File: config.mk
export PLATFORM = sky130hd
export DESIGN_NAME = checksumEngine
export DESIGN_NICKNAME = d
export VERILOG_FILES = /design/src/design/csumPkg.sv /design/src/design/addMod2Nm1.sv /design/src/design/checksumCombiner.sv /design/src/design/checksumEngine.sv /design/src/design/laneAccumulator.sv /design/src/design/prefixAndOr.sv /design/src/design/wordIntake.sv
export SDC_FILE = /design/constraint.sdc
export NUM_CORES = 1
export LEC_CHECK = 0
export ABC_AREA = 0
export BUFFER_PORTS_ARGS = -buffer_cell sky130_fd_sc_hd__buf_2
export CAP_MARGIN = 20
export CORE_UTILIZATION = 56
export CTS_CLUSTER_DIAMETER = 30
export DETAILED_ROUTE_END_ITERATION = 8
export GPL_TIMING_DRIVEN = 0
export PLACE_DENSITY = 0.84
export SYNTH_ARGS = -nofsm -noshare
export SYNTH_HDL_FRONTEND = slang
export SYNTH_SLANG_ARGS = --single-unit
export TNS_END_PERCENT = 100
File: constraint.sdc
create_clock -name clk -period 2.5 [get_ports clk]
set_input_delay 0.25 -clock clk [delete_from_list [all_inputs] [get_ports clk]]
set_output_delay 0.25 -clock clk [all_outputs]
set_load 0.01 [all_outputs]
File: src/design/csumPkg.sv
package csumPkg;

	// checksum word, one internet-style 16 bit word
	localparam int wordWidth = 16;

	// prefix network choice for every modulo adder
	// 0 serial, 1 brent-kung, 2 sklansky
	localparam int prefixSpeed = 2;

	// data words, lane sums and the final checksum
	typedef logic [wordWidth-1:0] wordT;

	// word intake handshake
	typedef enum logic [1:0] {
		sIdle,    // waiting for wordReq
		sAckHigh, // ack raised, waiting for req to drop
		sHold     // combiner busy, next packet waits
	} intakeStateT;

endpackage

File: src/design/addMod2Nm1.sv
`timescale 1ns/1ps

// ones' complement adder, s = a + b mod (2**width - 1), double zero
module addMod2Nm1 #(
	parameter int width = 16, // word width, 2 or more
	parameter int speed = 2   // prefix network choice
) (
	input  logic [width-1:0] a,
	input  logic [width-1:0] b,
	output logic [width-1:0] s
);

	logic [width-1:0] bitGen;   // a & b
	logic [width-1:0] bitProp;  // a | b, enough for carries
	logic [width-1:0] halfSum;  // a ^ b
	logic [width-1:0] grpGen;   // prefix generate, no carry in
	logic [width-1:0] grpProp;  // prefix propagate
	logic [width-2:0] carry;    // carries into bits 1..width-1
	logic             carryIn;  // end-around carry

	assign bitGen  = a & b;
	assign bitProp = a | b;
	assign halfSum = a ^ b;

	prefixAndOr #(
		.width(width),
		.speed(speed)
	) prefix (
		.GI(bitGen),
		.PI(bitProp),
		.GO(grpGen),
		.PO(grpProp)
	);

	// carry out of the top wraps back in as bit 0 carry
	// all-propagate with no generate gives no wrap, so ffff stays ffff
	assign carryIn = grpGen[width-1];

	// extra prefix level folding the carry in
	assign carry = grpGen[width-2:0] | (grpProp[width-2:0] & {(width-1){carryIn}});

	assign s = halfSum ^ {carry, carryIn};

endmodule

File: src/design/checksumCombiner.sv
`timescale 1ns/1ps

module checksumCombiner (
	input  logic          clk,
	input  logic          arstN,
	input  logic          packetDone, // last word going into a lane now
	input  logic          sumAck,     // four-phase ack from sink
	input  csumPkg::wordT evenSum,
	input  csumPkg::wordT oddSum,
	output logic          sumReq,
	output logic          busy,       // hold off the next packet
	output logic          laneClear,  // zero both lanes at handoff
	output csumPkg::wordT sumData
);

	import csumPkg::*;

	wordT laneTotal;  // even + odd, end-around carry
	logic sumPending; // lanes settle this cycle, result next edge
	logic ackWait;    // waiting for sumAck to drop

	addMod2Nm1 #(
		.width(wordWidth),
		.speed(prefixSpeed)
	) laneAdder (
		.a(evenSum),
		.b(oddSum),
		.s(laneTotal)
	);

	assign laneClear = sumReq && sumAck; // same edge that drops sumReq

	always_ff @(posedge clk or negedge arstN) begin
		if (!arstN) begin
			sumPending <= 1'b0;
			sumReq     <= 1'b0;
			ackWait    <= 1'b0;
			busy       <= 1'b0;
		end else begin
			sumPending <= packetDone;
			if (packetDone) begin
				busy <= 1'b1;
			end
			if (sumPending) begin
				sumReq <= 1'b1; // sumData loads on this edge too
			end else if (sumReq && sumAck) begin
				sumReq  <= 1'b0;
				ackWait <= 1'b1;
			end
			// last phase of the handshake frees the intake
			if (ackWait && !sumAck) begin
				ackWait <= 1'b0;
				busy    <= 1'b0;
			end
		end
	end

	// result register, held stable for the whole handshake
	always_ff @(posedge clk) begin
		if (sumPending) begin
			sumData <= ~laneTotal;
		end
	end

endmodule

File: src/design/checksumEngine.sv
`timescale 1ns/1ps

module checksumEngine (
	input  logic          clk,
	input  logic          arstN,
	input  logic          wordReq,  // word channel
	input  logic          wordLast,
	input  csumPkg::wordT wordData,
	output logic          wordAck,
	output logic          sumReq,   // checksum channel
	output csumPkg::wordT sumData,
	input  logic          sumAck
);

	import csumPkg::*;

	logic evenEn;
	logic oddEn;
	logic packetDone;
	logic laneClear;
	logic busy;
	wordT evenSum; // words 0, 2, 4 ...
	wordT oddSum;  // words 1, 3, 5 ...

	wordIntake intake (
		.clk       (clk),
		.arstN     (arstN),
		.wordReq   (wordReq),
		.wordLast  (wordLast),
		.busy      (busy),
		.wordAck   (wordAck),
		.evenEn    (evenEn),
		.oddEn     (oddEn),
		.packetDone(packetDone)
	);

	// both lanes see every word, the enables pick one
	laneAccumulator evenLane (
		.clk  (clk),
		.arstN(arstN),
		.en   (evenEn),
		.clear(laneClear),
		.word (wordData),
		.sum  (evenSum)
	);

	laneAccumulator oddLane (
		.clk  (clk),
		.arstN(arstN),
		.en   (oddEn),
		.clear(laneClear),
		.word (wordData),
		.sum  (oddSum)
	);

	checksumCombiner combiner (
		.clk       (clk),
		.arstN     (arstN),
		.packetDone(packetDone),
		.sumAck    (sumAck),
		.evenSum   (evenSum),
		.oddSum    (oddSum),
		.sumReq    (sumReq),
		.busy      (busy),
		.laneClear (laneClear),
		.sumData   (sumData)
	);

endmodule

File: src/design/laneAccumulator.sv
`timescale 1ns/1ps

module laneAccumulator (
	input  logic          clk,
	input  logic          arstN,
	input  logic          en,    // word routed to this lane
	input  logic          clear, // packet handed off, start over
	input  csumPkg::wordT word,
	output csumPkg::wordT sum    // running ones' complement sum
);

	import csumPkg::*;

	wordT nextSum;

	addMod2Nm1 #(
		.width(wordWidth),
		.speed(prefixSpeed)
	) adder (
		.a(sum),
		.b(word),
		.s(nextSum)
	);

	always_ff @(posedge clk or negedge arstN) begin
		if (!arstN) begin
			sum <= '0;
		end else if (clear) begin
			sum <= '0; // clear beats en
		end else if (en) begin
			sum <= nextSum;
		end
	end

endmodule

File: src/design/prefixAndOr.sv
`timescale 1ns/1ps

module prefixAndOr #(
	parameter int width = 16, // operand width, 2 or more
	parameter int speed = 2   // 0 serial, 1 brent-kung, 2 sklansky
) (
	input  logic [width-1:0] GI, // bit generate
	input  logic [width-1:0] PI, // bit propagate
	output logic [width-1:0] GO, // generate of bits j..0
	output logic [width-1:0] PO  // propagate of bits j..0
);

	localparam int n = width;
	localparam int m = $clog2(width); // tree depth

	if (speed == 2) begin : gSklansky
		logic [m:0][n-1:0] gt, pt; // row per level, row 0 is the input

		assign gt[0] = GI;
		assign pt[0] = PI;

		for (genvar l = 1; l <= m; l++) begin : gLevel
			for (genvar j = 0; j < n; j++) begin : gBit
				// upper half of each 2**l block pulls from top of lower half
				if ((j / 2**(l-1)) % 2 == 1) begin : gBlack
					localparam int src = (j / 2**(l-1)) * 2**(l-1) - 1;
					assign gt[l][j] = gt[l-1][j] | (pt[l-1][j] & gt[l-1][src]);
					assign pt[l][j] = pt[l-1][j] & pt[l-1][src];
				end else begin : gWhite
					assign gt[l][j] = gt[l-1][j]; // pass through
					assign pt[l][j] = pt[l-1][j];
				end
			end
		end

		assign GO = gt[m];
		assign PO = pt[m];
	end else if (speed == 1) begin : gBrentKung
		localparam int last = 2*m - 1; // up sweep m levels, down sweep m-1
		logic [last:0][n-1:0] gt, pt;

		assign gt[0] = GI;
		assign pt[0] = PI;

		// up sweep, top bit of each 2**l block
		for (genvar l = 1; l <= m; l++) begin : gUp
			for (genvar j = 0; j < n; j++) begin : gBit
				if ((j + 1) % 2**l == 0) begin : gBlack
					localparam int src = j - 2**(l-1);
					assign gt[l][j] = gt[l-1][j] | (pt[l-1][j] & gt[l-1][src]);
					assign pt[l][j] = pt[l-1][j] & pt[l-1][src];
				end else begin : gWhite
					assign gt[l][j] = gt[l-1][j];
					assign pt[l][j] = pt[l-1][j];
				end
			end
		end

		// down sweep fills the middle of each block from the block below
		for (genvar l = m + 1; l <= last; l++) begin : gDown
			for (genvar j = 0; j < n; j++) begin : gBit
				localparam int d = 2*m - l;
				if (((j + 1) % 2**d == 2**(d-1)) && (j >= 2**d)) begin : gBlack
					localparam int src = j - 2**(d-1);
					assign gt[l][j] = gt[l-1][j] | (pt[l-1][j] & gt[l-1][src]);
					assign pt[l][j] = pt[l-1][j] & pt[l-1][src];
				end else begin : gWhite
					assign gt[l][j] = gt[l-1][j];
					assign pt[l][j] = pt[l-1][j];
				end
			end
		end

		assign GO = gt[last];
		assign PO = pt[last];
	end else begin : gSerial
		logic [n-1:0] gt, pt; // ripple chain, smallest and slowest

		assign gt[0] = GI[0];
		assign pt[0] = PI[0];

		for (genvar j = 1; j < n; j++) begin : gBit
			assign gt[j] = GI[j] | (PI[j] & gt[j-1]);
			assign pt[j] = PI[j] & pt[j-1];
		end

		assign GO = gt;
		assign PO = pt;
	end

endmodule

File: src/design/wordIntake.sv
`timescale 1ns/1ps

module wordIntake (
	input  logic clk,
	input  logic arstN,
	input  logic wordReq,    // four-phase request from source
	input  logic wordLast,   // flags final word of packet
	input  logic busy,       // combiner still handing off a checksum
	output logic wordAck,
	output logic evenEn,     // one-cycle pulse, word to even lane
	output logic oddEn,      // one-cycle pulse, word to odd lane
	output logic packetDone  // one-cycle pulse with the last word
);

	import csumPkg::*;

	intakeStateT state;
	intakeStateT nextState;
	logic        oddSel; // lane for next word, low = even
	logic        accept; // word taken this cycle

	// take a word only from idle and only while combiner is free
	assign accept = (state == sIdle) && wordReq && !busy;

	assign evenEn     = accept && !oddSel;
	assign oddEn      = accept && oddSel;
	assign packetDone = accept && wordLast;

	assign wordAck = (state == sAckHigh); // ack held until req drops

	always_comb begin
		nextState = state;
		case (state)
			sIdle: begin
				if (wordReq) begin
					nextState = busy ? sHold : sAckHigh;
				end
			end
			sAckHigh: begin
				if (!wordReq) begin
					nextState = sIdle; // ack falls next edge
				end
			end
			sHold: begin
				if (!busy) begin
					nextState = sIdle; // retry from idle
				end
			end
			default: nextState = sIdle;
		endcase
	end

	always_ff @(posedge clk or negedge arstN) begin
		if (!arstN) begin
			state  <= sIdle;
			oddSel <= 1'b0; // first word goes even
		end else begin
			state <= nextState;
			if (accept) begin
				// alternate lanes, restart at even for the next packet
				oddSel <= wordLast ? 1'b0 : !oddSel;
			end
		end
	end

endmodule

==> impl_metrics.csv <==
group,metric,value,unit
setup_path,startpoint_type,"flip-flop",
timing,rsz0062_at_grt,"true",
route,drt_iter0_drc,634,
power_and_ir_drop,p_leak,0.00298,µW
synthesis,synth_edf_count,16,
setup_path,cp_max_fo,5,
finish,design_area,0.00644,mm²
setup_path,crit_arrival,2.82,ns
timing,finClkSkew,0.0110,ns
setup_path,worstReg2RegStart,"oddLane.sum[7]$_DFFE_PN0P_",
finish,fin_nets,772,
finish,diodes,0,
global_route,top_usage_layer,"met2",
global_route,grt_pass1_wl,21300,µm
route,final_antenna_net_count,0,
clock_network,clkTransAtPathRegs,0.11,ns
setup_path,startpoint,"oddLane.sum[7]$_DFFE_PN0P_",
synthesis,ys_top_cells_by_count,"ha_1, inv_1, nand2_1",
synthesis,synthMostInstantiatedCell,"ha_1",
power_and_ir_drop,pwr_density_cell,1120,mW/mm²
route,num_vias,5058,
global_route,grt_start_max_net_pins,40,
synthesis,ys_seq_elements,55,
job,max-cap-violations,0,
synthesis,synth_fp_nets,671,
global_route,globalRouteTotalUtil,30.6,%
synthesis,synthArstFlopShare,70.9,%
timing,timing.setup.tns,-2.91,ns
synthesis,syn_area_per_cell,9.02,µm²
place,io_buffers,38,
route,first_pass_iters,5,
route,viasPerCell,6.65,
power_and_ir_drop,power,7210,µW
clock_network,cts_root_buf,"clkbuf_8",
route,wire_per_inst,22.8,µm
finish,fin_util,74.6,%
synthesis,yosys_warnings,0,
route,wirelength,17300,µm
outcome,violations,"negative setup slack",
clock_network,cts_tree,"yes",
global_route,use_met3,4.66,%
place,hpwl,9480,µm
min_path,hold_class,"input pin to asynchronous set/reset pin",
synthesis,seq_area_frac_synth,29.3,%
clock_network,cts_hold_buf,0,
synthesis,synth.top_cells.by_area,"ha_1, dfrtp_1, edfxtp_1",
timing,maxSlewViolCount,0,
timing,clock.fmax,367,MHz
outcome,outcome,"complete, but fails checks",
timing,slew_headroom,33.8,%
finish,drive_gt1_share,32.5,%
place,routabilityCongestion,0.919,
clock_network,cts_htree_levels,2,
global_route,grtUsageMet1,37.5,%
floorplan,core_region_area,0.00864,mm²
floorplan,initial_utilization,57.6,%
finish,n_fill_cell,512,
setup_path,end_kind,"flip-flop",
floorplan,die_area,0.00926,mm²
clock_network,clock-sinks,55,
global_route,use_met2,49.6,%
timing,setup_violations,33,
synthesis,synthCells,551,
timing,fin_ws,-0.225,ns
route,drc_errors,0,
clock_network,cts_buffer_depth,2,
timing,hold_viol,0,
setup_path,required,2.60,ns
global_route,grt_remaining_overflow,0,
finish,area_growth,29.6,%
synthesis,syn-cell-area,0.00497,mm²
timing,hold_ws,0.0819,ns
synthesis,synth_cell_type_count,62,
floorplan,io_pins,39,
floorplan,die_h,96.2,µm
timing,tightest_slew,0.993,ns
clock_network,clock_latency,0.32,ns
clock_network,cts_buffers,5,
power_and_ir_drop,peakVddDrop,499,µV
place,post_dp_cell_area,0.00530,mm²
setup_path,ff2ff_path_depth,10,
synthesis,yosysTopAreaCell,"ha_1",
synthesis,synth_ff_type,"dfrtp_1",
timing,min_period,2.72,ns
setup_path,reg2reg_slack,-0.22,ns
floorplan,fp.dieW,96.2,µm
setup_path,crit_type,"flip-flop to flip-flop",
timing,fin_crit_sh,109,%
global_route,antenna_found_initial,0,
global_route,grt_pass1_vias,4435,
setup_path,reg2reg_to,"combiner.sumData[0]$_DFFE_PP_",
synthesis,synth_top_cell_area_share,24.2,%
floorplan,fp-row-count,34,
## layout by cell type (no fill, tap or decap), types with 16 or more instances in the layout
cell type	netlist	final
buf_2	0	38
nand2_1	41	37
ha_1	96	75
xnor2_1	18	17
buf_4	0	52
xor2_1	21	19
nor2_1	31	26
o21ai_0	32	20
edfxtp_1	16	16
dfrtp_1	39	36
inv_1	80	69
## flip-flops by register name, summed over array words and instances (netlist names), 2 cells and up
name,flops
combiner.sumData,16
evenLane.sum,16
intake.state,2
oddLane.sum,16
## metrics by stage
stage / instances / setup WS, ns
after floorplan: 551 / 0.0354
after global placement: 697 / -0.394
after detailed placement: 697 / -0.436
after CTS: 728 / -0.0515
after global routing: 761 / -0.278
final: 761 / -0.225
## how the worst max path moves through the flow
stage                     cells past startpoint                       endpoint
after detailed placement                     10  combiner.sumData[1]$_DFFE_PP_
after global placement                       10  combiner.sumData[0]$_DFFE_PP_
after CTS                                    10    oddLane.sum[14]$_DFFE_PN0P_
after floorplan                              10  combiner.sumData[1]$_DFFE_PP_
final                                        10  combiner.sumData[0]$_DFFE_PP_
after global routing                         10  combiner.sumData[7]$_DFFE_PP_
## cells by family after synthesis
group                      after synthesis  share of synthesized area [%]
and+or+nand+nor                        145                           14.8
AOI/OAI and AO/OA                      126                           16.8
adders and majority gates               99                           25.4
buffers and inverters                   85                           6.42
DFF                                     55                           29.3
xor gates and xnor gates                39                           6.87
muxes                                    2                          0.428
## area by class of cell
type                    count  area [µm²]  share of cell area, %
multi-input cells         411        3790                   58.8
flip-flops and latches     55        1460                   22.7
repair buffers             94         626                   9.71
inverters                  80         303                   4.70
well taps                 108         135                   2.10
clock buffers               7         108                   1.67
plain buffers               5        18.8                  0.291
clock inverters             1        5.00                 0.0777
## worst max-delay path, cell delays in order, from the launching register on
cell      delay, ns
dfrtp_1        0.44
inv_2          0.13
ha_4           0.19
inv_1          0.07
a21oi_2        0.22
o31ai_4        0.14
a221oi_4       0.42
a21oi_2        0.15
nand2b_4       0.18
fa_2           0.53
inv_1          0.03
## timing repair
| action | CTS | global route |
|---|---|---|
| endpoints found under the setup margin | 41 | 39 |
| setup buffers | 23 | 33 |
| pin swaps | 13 | 56 |
| resized for setup | 41 | 105 |
## per-layer routing
layer  vias up  routed length, µm
met5         -                  0
met4         0               1350
met3       141               1800
met2       435               7980
met1      2382               6190
li1       2100                  -
## where the power goes
| part | switching [µW] | internal, µW | total [µW] |
|---|---|---|---|
| Sequential | 349 | 1320 | 1670 |
| Combinational | 2800 | 2130 | 4930 |
| Clock | 318 | 285 | 603 |
| Total | 3470 | 3740 | 7210 |
Power figures use the tool's default switching activity.
